`src/dnc_pkg.sv`:
```
`default_nettype none

package dnc_pkg;

  //////////////////////////////////////////////////////////////////////
  // Fixed point format
  //////////////////////////////////////////////////////////////////////

  // Signed Q8.8 word
  localparam int DATA_SIZE = 16;
  localparam int FRAC_BITS = 8;

  // 1.0 in Q8.8
  localparam logic [DATA_SIZE-1:0] ONE_DATA =
    {{(DATA_SIZE-FRAC_BITS-1){1'b0}}, 1'b1, {FRAC_BITS{1'b0}}};

  // Saturation limits
  localparam logic [DATA_SIZE-1:0] DATA_MAX = {1'b0, {(DATA_SIZE-1){1'b1}}};
  localparam logic [DATA_SIZE-1:0] DATA_MIN = {1'b1, {(DATA_SIZE-1){1'b0}}};

  //////////////////////////////////////////////////////////////////////
  // Link matrix geometry
  //////////////////////////////////////////////////////////////////////

  localparam int MAX_N      = 4;
  localparam int INDEX_SIZE = $clog2(MAX_N);

  // Row g, column j
  typedef struct packed {
    logic [INDEX_SIZE-1:0] g;
    logic [INDEX_SIZE-1:0] j;
  } link_addr_t;

  // One element write into the link memory
  typedef struct packed {
    logic                 en;
    link_addr_t           addr;
    logic [DATA_SIZE-1:0] value;
  } link_write_t;

endpackage

`default_nettype wire
```
`src/dnc_link_top.sv`:
```
`default_nettype none

module dnc_link_top
  import dnc_pkg::*;
(
  input  wire logic                 CLK,
  input  wire logic                 RST,
  // Control
  input  wire logic                 START,
  input  wire logic [INDEX_SIZE:0]  SIZE_N_IN,
  output logic                      READY,
  // Weightings in
  input  wire logic                 W_IN_ENABLE,
  input  wire logic [DATA_SIZE-1:0] W_IN,
  input  wire logic                 P_IN_ENABLE,
  input  wire logic [DATA_SIZE-1:0] P_IN,
  // Link matrix out, row by row
  output logic                      L_OUT_G_ENABLE,
  output logic                      L_OUT_J_ENABLE,
  output logic [DATA_SIZE-1:0]      L_OUT
);

  //////////////////////////////////////////////////////////////////////
  // Update unit to link memory
  //////////////////////////////////////////////////////////////////////

  link_addr_t           rd_addr;
  logic [DATA_SIZE-1:0] rd_data;
  link_write_t          wr;

  dnc_temporal_link_matrix link_matrix (
    .CLK            (CLK),
    .RST            (RST),
    .START          (START),
    .READY          (READY),
    .SIZE_N_IN      (SIZE_N_IN),
    .W_IN_ENABLE    (W_IN_ENABLE),
    .W_IN           (W_IN),
    .P_IN_ENABLE    (P_IN_ENABLE),
    .P_IN           (P_IN),
    .L_OUT_G_ENABLE (L_OUT_G_ENABLE),
    .L_OUT_J_ENABLE (L_OUT_J_ENABLE),
    .L_OUT          (L_OUT),
    .rd_addr        (rd_addr),
    .rd_data        (rd_data),
    .wr             (wr)
  );

  // Holds L between updates
  dnc_link_memory link_memory (
    .CLK     (CLK),
    .RST     (RST),
    .rd_addr (rd_addr),
    .rd_data (rd_data),
    .wr      (wr)
  );

endmodule

`default_nettype wire

```
`src/dnc_temporal_link_matrix.sv`:
```
`default_nettype none

module dnc_temporal_link_matrix
  import dnc_pkg::*;
(
  input  wire logic                 CLK,
  input  wire logic                 RST,
  // Control
  input  wire logic                 START,
  output logic                      READY,
  input  wire logic [INDEX_SIZE:0]  SIZE_N_IN,
  // Write and precedence weightings
  input  wire logic                 W_IN_ENABLE,
  input  wire logic [DATA_SIZE-1:0] W_IN,
  input  wire logic                 P_IN_ENABLE,
  input  wire logic [DATA_SIZE-1:0] P_IN,
  // Updated link matrix stream
  output logic                      L_OUT_G_ENABLE,
  output logic                      L_OUT_J_ENABLE,
  output logic [DATA_SIZE-1:0]      L_OUT,
  // Link memory
  output link_addr_t                rd_addr,
  input  wire logic [DATA_SIZE-1:0] rd_data,
  output link_write_t               wr
);

  //////////////////////////////////////////////////////////////////////
  // Signals
  //////////////////////////////////////////////////////////////////////

  typedef enum logic [3:0] {
    ST_IDLE, ST_LOAD_W, ST_LOAD_P, ST_READ, ST_SUB_G, ST_SUB_J,
    ST_MUL_L, ST_MUL_WP, ST_ADD, ST_WRITE, ST_DONE
  } state_t;

  state_t state;

  // N-1 and the walking indices
  logic [INDEX_SIZE-1:0] last_idx;
  logic [INDEX_SIZE-1:0] cnt;
  logic [INDEX_SIZE-1:0] g_idx;
  logic [INDEX_SIZE-1:0] j_idx;

  // Captured weightings
  logic [DATA_SIZE-1:0] w_vec [MAX_N];
  logic [DATA_SIZE-1:0] p_vec [MAX_N];
  // (1 - w[g] - w[j]) * L, kept while w[g] * p[j] runs
  logic [DATA_SIZE-1:0] prod_keep;

  // Scalar units
  logic                 add_start;
  logic                 add_ready;
  logic                 add_op;
  logic [DATA_SIZE-1:0] add_a;
  logic [DATA_SIZE-1:0] add_b;
  logic [DATA_SIZE-1:0] add_out;
  logic                 mul_start;
  logic                 mul_ready;
  logic [DATA_SIZE-1:0] mul_a;
  logic [DATA_SIZE-1:0] mul_b;
  logic [DATA_SIZE-1:0] mul_out;

  // Element finished this cycle
  logic                 diag;
  logic                 emit;
  logic [DATA_SIZE-1:0] elem_val;

  //////////////////////////////////////////////////////////////////////
  // Body
  //////////////////////////////////////////////////////////////////////

  // L(t)[g;j] = (1 - w[g] - w[j]) * L(t-1)[g;j] + w[g] * p[j]
  assign rd_addr  = '{g: g_idx, j: j_idx};
  assign diag     = (g_idx == j_idx);
  assign emit     = (state == ST_READ && diag) || (state == ST_ADD && add_ready);
  // Diagonal pinned to zero
  assign elem_val = diag ? '0 : add_out;
  // Subtract everywhere but the final sum
  assign add_op   = (state != ST_ADD);

  // Operand select, sampled by the units in their START cycle
  always_comb begin
    add_a = ONE_DATA;
    add_b = w_vec[g_idx];
    mul_a = add_out;
    mul_b = rd_data;
    case (state)
      ST_SUB_J: begin
        add_a = add_out;
        add_b = w_vec[j_idx];
      end
      ST_MUL_WP: begin
        mul_a = w_vec[g_idx];
        mul_b = p_vec[j_idx];
      end
      ST_ADD: begin
        add_a = prod_keep;
        add_b = mul_out;
      end
      default: ;
    endcase
  end

  // Control FSM
  always_ff @(posedge CLK or posedge RST) begin
    if (RST) begin
      state          <= ST_IDLE;
      last_idx       <= '0;
      cnt            <= '0;
      g_idx          <= '0;
      j_idx          <= '0;
      add_start      <= 1'b0;
      mul_start      <= 1'b0;
      READY          <= 1'b0;
      L_OUT_G_ENABLE <= 1'b0;
      L_OUT_J_ENABLE <= 1'b0;
      L_OUT          <= '0;
      wr             <= '0;
    end else begin
      add_start <= 1'b0;
      mul_start <= 1'b0;
      case (state)
        ST_IDLE: if (START) begin
          last_idx <= INDEX_SIZE'(SIZE_N_IN - 1'b1);
          cnt      <= '0;
          state    <= ST_LOAD_W;
        end
        ST_LOAD_W: if (W_IN_ENABLE) begin
          cnt <= (cnt == last_idx) ? '0 : cnt + 1'b1;
          if (cnt == last_idx) state <= ST_LOAD_P;
        end
        ST_LOAD_P: if (P_IN_ENABLE) begin
          cnt <= cnt + 1'b1;
          if (cnt == last_idx) begin
            g_idx <= '0;
            j_idx <= '0;
            state <= ST_READ;
          end
        end
        // Off diagonal, 1 - w[g] first
        ST_READ: if (!diag) begin
          add_start <= 1'b1;
          state     <= ST_SUB_G;
        end
        ST_SUB_G: if (add_ready) begin
          add_start <= 1'b1;
          state     <= ST_SUB_J;
        end
        ST_SUB_J: if (add_ready) begin
          mul_start <= 1'b1;
          state     <= ST_MUL_L;
        end
        ST_MUL_L: if (mul_ready) begin
          mul_start <= 1'b1;
          state     <= ST_MUL_WP;
        end
        ST_MUL_WP: if (mul_ready) begin
          add_start <= 1'b1;
          state     <= ST_ADD;
        end
        // Strobes drop, move to next element or finish
        ST_WRITE: begin
          L_OUT_G_ENABLE <= 1'b0;
          L_OUT_J_ENABLE <= 1'b0;
          wr.en          <= 1'b0;
          state          <= ST_READ;
          if (j_idx == last_idx) begin
            j_idx <= '0;
            g_idx <= g_idx + 1'b1;
            if (g_idx == last_idx) begin
              READY <= 1'b1;
              state <= ST_DONE;
            end
          end else begin
            j_idx <= j_idx + 1'b1;
          end
        end
        ST_DONE: begin
          READY <= 1'b0;
          state <= ST_IDLE;
        end
        default: ;
      endcase
      // Output strobe and memory write share one cycle
      if (emit) begin
        L_OUT          <= elem_val;
        L_OUT_J_ENABLE <= 1'b1;
        L_OUT_G_ENABLE <= (j_idx == last_idx);
        wr             <= '{en: 1'b1, addr: rd_addr, value: elem_val};
        state          <= ST_WRITE;
      end
    end
  end

  // Weighting capture and product hold
  always_ff @(posedge CLK) begin
    if (state == ST_LOAD_W && W_IN_ENABLE) w_vec[cnt] <= W_IN;
    if (state == ST_LOAD_P && P_IN_ENABLE) p_vec[cnt] <= P_IN;
    if (state == ST_MUL_L && mul_ready) prod_keep <= mul_out;
  end

  dnc_scalar_adder scalar_adder (
    .CLK       (CLK),
    .RST       (RST),
    .START     (add_start),
    .OPERATION (add_op),
    .READY     (add_ready),
    .DATA_A_IN (add_a),
    .DATA_B_IN (add_b),
    .DATA_OUT  (add_out)
  );

  dnc_scalar_multiplier scalar_multiplier (
    .CLK       (CLK),
    .RST       (RST),
    .START     (mul_start),
    .READY     (mul_ready),
    .DATA_A_IN (mul_a),
    .DATA_B_IN (mul_b),
    .DATA_OUT  (mul_out)
  );

endmodule

`default_nettype wire

```
`src/dnc_link_memory.sv`:
```
`default_nettype none

module dnc_link_memory
  import dnc_pkg::*;
(
  input  wire logic        CLK,
  input  wire logic        RST,
  // Read side, combinational
  input  wire link_addr_t  rd_addr,
  output logic [DATA_SIZE-1:0] rd_data,
  // Write side, on the clock edge
  input  wire link_write_t wr
);

  //////////////////////////////////////////////////////////////////////
  // Link matrix storage, L[g][j]
  //////////////////////////////////////////////////////////////////////

  logic [DATA_SIZE-1:0] link_mem [MAX_N][MAX_N];

  assign rd_data = link_mem[rd_addr.g][rd_addr.j];

  // L(0) is all zeros
  always_ff @(posedge CLK or posedge RST) begin
    if (RST) begin
      for (int g = 0; g < MAX_N; g++) begin
        for (int j = 0; j < MAX_N; j++) begin
          link_mem[g][j] <= '0;
        end
      end
    end else if (wr.en) begin
      link_mem[wr.addr.g][wr.addr.j] <= wr.value;
    end
  end

endmodule

`default_nettype wire

```
`src/dnc_scalar_multiplier.sv`:
```
`default_nettype none

module dnc_scalar_multiplier
  import dnc_pkg::*;
(
  input  wire logic                 CLK,
  input  wire logic                 RST,
  // Control
  input  wire logic                 START,
  output logic                      READY,
  // Data
  input  wire logic [DATA_SIZE-1:0] DATA_A_IN,
  input  wire logic [DATA_SIZE-1:0] DATA_B_IN,
  output logic [DATA_SIZE-1:0]      DATA_OUT
);

  // Full Q16.16 product
  logic signed [2*DATA_SIZE-1:0] product;
  // Back to Q8.8 scale, still wide
  logic signed [2*DATA_SIZE-1:0] shifted;
  // Bits that must all match the sign for a clean fit
  logic [DATA_SIZE:0]            top_bits;
  logic [DATA_SIZE-1:0]          prod_sat;

  always_comb begin
    product  = signed'(DATA_A_IN) * signed'(DATA_B_IN);
    // Truncation toward minus infinity
    shifted  = product >>> FRAC_BITS;
    top_bits = shifted[2*DATA_SIZE-1:DATA_SIZE-1];
    if (top_bits == '0 || top_bits == '1) begin
      prod_sat = shifted[DATA_SIZE-1:0];
    end else if (shifted[2*DATA_SIZE-1]) begin
      prod_sat = DATA_MIN;
    end else begin
      prod_sat = DATA_MAX;
    end
  end

  always_ff @(posedge CLK or posedge RST) begin
    if (RST) begin
      READY <= 1'b0;
    end else begin
      READY <= START;
    end
  end

  // Product register, loaded on START only
  always_ff @(posedge CLK) begin
    if (START) begin
      DATA_OUT <= prod_sat;
    end
  end

endmodule

`default_nettype wire

```
`src/dnc_scalar_adder.sv`:
```
`default_nettype none

module dnc_scalar_adder
  import dnc_pkg::*;
(
  input  wire logic                 CLK,
  input  wire logic                 RST,
  // Control
  input  wire logic                 START,
  input  wire logic                 OPERATION,  // 1 = A - B
  output logic                      READY,
  // Data
  input  wire logic [DATA_SIZE-1:0] DATA_A_IN,
  input  wire logic [DATA_SIZE-1:0] DATA_B_IN,
  output logic [DATA_SIZE-1:0]      DATA_OUT
);

  // One guard bit above the sign
  logic signed [DATA_SIZE:0] a_ext;
  logic signed [DATA_SIZE:0] b_ext;
  logic signed [DATA_SIZE:0] sum_ext;
  logic [DATA_SIZE-1:0]      sum_sat;

  always_comb begin
    a_ext = {DATA_A_IN[DATA_SIZE-1], DATA_A_IN};
    b_ext = {DATA_B_IN[DATA_SIZE-1], DATA_B_IN};
    if (OPERATION) begin
      sum_ext = a_ext - b_ext;
    end else begin
      sum_ext = a_ext + b_ext;
    end
    // Guard and sign disagree on overflow
    if (sum_ext[DATA_SIZE] != sum_ext[DATA_SIZE-1]) begin
      sum_sat = sum_ext[DATA_SIZE] ? DATA_MIN : DATA_MAX;
    end else begin
      sum_sat = sum_ext[DATA_SIZE-1:0];
    end
  end

  // Result one cycle after START
  always_ff @(posedge CLK or posedge RST) begin
    if (RST) begin
      READY <= 1'b0;
    end else begin
      READY <= START;
    end
  end

  // Held until the next START
  always_ff @(posedge CLK) begin
    if (START) begin
      DATA_OUT <= sum_sat;
    end
  end

endmodule

`default_nettype wire

```
`config.mk`:
```
export PLATFORM = sky130hd
export DESIGN_NAME = dnc_link_top
export DESIGN_NICKNAME = d
export VERILOG_FILES = /design/src/dnc_pkg.sv /design/src/dnc_link_top.sv /design/src/dnc_temporal_link_matrix.sv /design/src/dnc_link_memory.sv /design/src/dnc_scalar_multiplier.sv /design/src/dnc_scalar_adder.sv
export SDC_FILE = /design/constraint.sdc
export NUM_CORES = 2
export LEC_CHECK = 0
export ABC_AREA = 1
export BUFFER_PORTS_ARGS = -buffer_cell sky130_fd_sc_hd__buf_2
export CORE_MARGIN = 2
export CORE_UTILIZATION = 64
export DETAILED_ROUTE_END_ITERATION = 7
export GPL_TIMING_DRIVEN = 0
export PLACE_DENSITY = 0.85
export RECOVER_POWER = 50
export SETUP_SLACK_MARGIN = 0.1
export SLEW_MARGIN = 15
export SYNTH_ARGS = -nofsm -noshare
export SYNTH_HDL_FRONTEND = slang
export SYNTH_SLANG_ARGS = --single-unit
```
`constraint.sdc`:
```
create_clock -name CLK -period 10.2 [get_ports CLK]
set_input_delay 1.02 -clock CLK [delete_from_list [all_inputs] [get_ports CLK]]
set_output_delay 1.02 -clock CLK [all_outputs]
set_load 0.05 [all_outputs]
```
==> results by group <==
Timing
  • Worst Skew: 28.13 ps
  • Final Setup Violations: 0
  • Min Clock Period, post-route: 9716 ps
  • Tcrit/Tclk final: 95.25%
  • Hold Slack: 467.2 ps
  • Pins Over Slew Limit: 194
  • RSZ-0062 raised after global routing: false
  • Max Freq: 102.9 MHz
  • Relative slew margins: -229.8%
  • Fin. Hold Viols: 0
  • Worst-margin pin slew: 4919 ps

Clock tree
  • CTS buffer count: 48
  • CTS tree: done
  • Setup Buffers After CTS: 0
  • Hold buffers post-CTS: 0
  • Worst-Skew Late Latency: 630 ps
  • Clk slew on worst S/H paths: about 60 ps
  • CTS Sinks: between 400 and 500
  • Max Buffers Root-to-Sink: 3
  • H-tree depth: 2
  • CTS root buffer: clkbuf_16

Place
  • Placed Area: ~33000 sq um
  • Routability Congestion: roughly 1.0
  • Placed insts: 4378
  • Detailed placement HPWL: 78350 um
  • Number of buffers added on ports: 57

Logic synthesis
  • Synth warn: 0
  • Post-synth top area cell: dfrtp_1
  • Post-synth ARST share: 62.63%
  • Cells after synthesis: roughly 3600
  • Synth Area per Inst: between 8 and 9 sq um
  • Synth unique cells: 56
  • Post-synth EDFFs: 176
  • Yosys top cell area share: 23.10%
  • Yosys reg bits: 471
  • Synth Cell Area: approximately 32000 sq um
  • Seq/Total Area, Yosys: slightly below 40%
  • Synth area leaders: dfrtp_1, edfxtp_1, fa_1
  • Mapped Nets: 4049
  • Top_reg_cell synth: dfrtp_1

Layout
  • Syn-to-layout area delta: 9.019%
  • Final Util: 70.89%
  • Finished Cell Area: 34850 sq um
  • Register area: 12670 sq um
  • Post-Layout Cell Count: 4466
  • Multi-input logic area: 16650 sq um
  • Fill cell count: 3737
  • Layout Nets: 4164
  • Layout cells sized above 1: 6.184%

GRT
  • Initial antenna violation count: 7
  • Gr usage total: 42.22%
  • M1 GR Usage: 53.97%
  • Busiest metal layer after global routing: met2
  • First-pass GRT wire length: 161200 um
  • GR Util met2: between 60% and 70%
  • Total grt overflow: 0
  • Number of global-route vias before repair: 28126
  • Met3 Track Usage GR: 12.70%
  • Largest net degree at the start of global routing: 117

Floorplan
  • I/O Pins: roughly 60
  • Die Y: 227.5 um
  • Initial core utilization: between 60 and 70%
  • Core ar.: 49150 sq um
  • Full die area: 51750 sq um
  • Width of the die: ~230 um
  • # rows: 81

Worst setup path
  • Crit-path slowest cell: fa_1
  • Data arrival, critical path: 10070 ps
  • Crit path capture type: flip-flop
  • Reg-to-Reg Start: link_matrix.g_idx[0]
  • Worst stage delay on the critical path: 630 ps
  • Crit path kind: reg -> reg
  • Critical path peak fanout: 10
  • Crit start category: flip-flop
  • Critical path startpoint: link_matrix.g_idx[0]
  • Worst EP required: 10560 ps

Hold path
  • Worst Hold Class: reg -> reg
  • Hold Crit Start: link_matrix.scalar_multiplier.DATA_OUT[13]

Status
  • Failing checks: max-capacitance violations, max-slew violations
  • Status: finished with violations

Drt
  • Wire per inst: 23.69 um
  • DR pass1 iterations: 7
  • Final wirelength: roughly 110000 um
  • Final ANT Viol Nets: 0
  • Via-to-Cell Ratio: 6.347
  • # DRC: 0
  • Vias: 28345
  • Initial DRC count: 4465

Flow run
  • Max-Cap Viols: 2
## critical path, delay by kind of cell, from the launching register on
family                   cells  cell delay (ps)
buffers and inverters       12             2370
AND/OR/NAND/NOR             12             1850
AO/OA/AOI/OAI                4             1120
adder cells (fa/ha/maj)      7             3650
flip-flops                   1              410
## area by class of cell
type | instances | area share (%)
antenna | 2 | 0.01436
buffer | 204 | 2.732
clock buffer | 58 | 3.788
clock inverter | 30 | 0.8223
inverter | 464 | 5.020
multi-input combinational | 2506 | 47.77
sequential | 471 | 36.35
tap | 664 | 2.384
timing repair buffer | 67 | 1.117
## cells in the mapped netlist, types with 8 or more instances
cell type	number
nand2_1	749
o21ai_0	461
inv_1	449
nor2_1	408
dfrtp_1	295
fa_1	262
edfxtp_1	176
clkbuf_1	148
a21oi_1	114
ha_1	100
nand3_1	90
o22ai_1	39
xor2_1	35
nand4_1	26
o221ai_1	24
xnor2_1	22
buf_4	20
buf_2	19
o21ai_1	18
a22o_1	17
a31oi_1	16
a22oi_1	15
a221oi_1	14
a32o_1	13
nor3_1	12
inv_2	11
buf_1	10
buf_6	8
o211ai_1	8
## cells in the final DEF, fill, tap and decap left out, types with 22 or more instances in the layout
cell         n
fa_1       262
xnor2_1     22
ha_1       100
inv_1      447
buf_2       44
nand2_1    749
nor2_1     401
o21ai_0    461
clkbuf_16   49
clkbuf_2    22
clkbuf_1   162
o221ai_1    24
edfxtp_1   176
o22ai_1     39
nand4_1     26
dfrtp_1    295
xor2_1      35
nand3_1     90
a21oi_1    114
## cell families (layout without fill, tap and decap cells)
group                    count (synthesis)  after routing  synth area share [%]
other                                    0              2                     0
AND/OR/NAND/NOR                       1317           1317                 16.46
XOR/XNOR                                57             57                 1.562
AO/OA/AOI/OAI                          770            770                 13.65
adder cells (fa/ha/maj)                362            362                 20.32
buffers and inverters                  670            823                 8.377
flip-flops                             471            471                 39.63
## sequential cells by signal, indices dropped and copies added (netlist names), 4 cells and up
signal	count
link_matrix.prod_keep	16
link_matrix.scalar_adder.DATA_OUT	16
link_matrix.p_vec	64
link_matrix.wr	4
link_matrix.w_vec	64
link_matrix.L_OUT	16
link_matrix.scalar_multiplier.DATA_OUT	16
link_matrix.state	4
link_memory.link_mem	256
## what timing repair did
| action | in CTS | in global routing |
|---|---|---|
| pin swaps | 0 | 0 |
| resized for setup | 2 | 43 |
| endpoints found under the setup margin | 12 | 16 |
## layer usage
metal / vias to the layer above / wire length (um)
met3: 509 / 14990
li1: 12056 / -
met5: - / 30
met2: 2231 / 46470
met1: 13543 / 37030
met4: 6 / 7295
## path summary, 6_finish.rpt
path,to,slack (ps),cells past startpoint
min reg2reg,link_matrix.prod_keep[13],470,0
max,link_matrix.scalar_multiplier.DATA_OUT[5],480,35
max in group asynchronous,link_matrix.add_start,2840,3
min in group asynchronous,link_memory.link_mem[151],1930,2
min,link_matrix.prod_keep[13],470,0
max reg2reg,link_matrix.scalar_multiplier.DATA_OUT[5],480,35
## through the flow
step | setup slack [ps] | setup TNS, ps
6_report | 484.0 | 0
5_1_grt | 107.7 | 0
4_1_cts | 137.7 | 0
3_5_place_dp | -35.57 | -95.74
3_3_place_gp | -1923 | -558100
2_1_floorplan | 1033 | 0
Power is left out: the tool's default activity adds up to more than one toggle a clock period on the data nets, which glitch-free logic cannot reach.
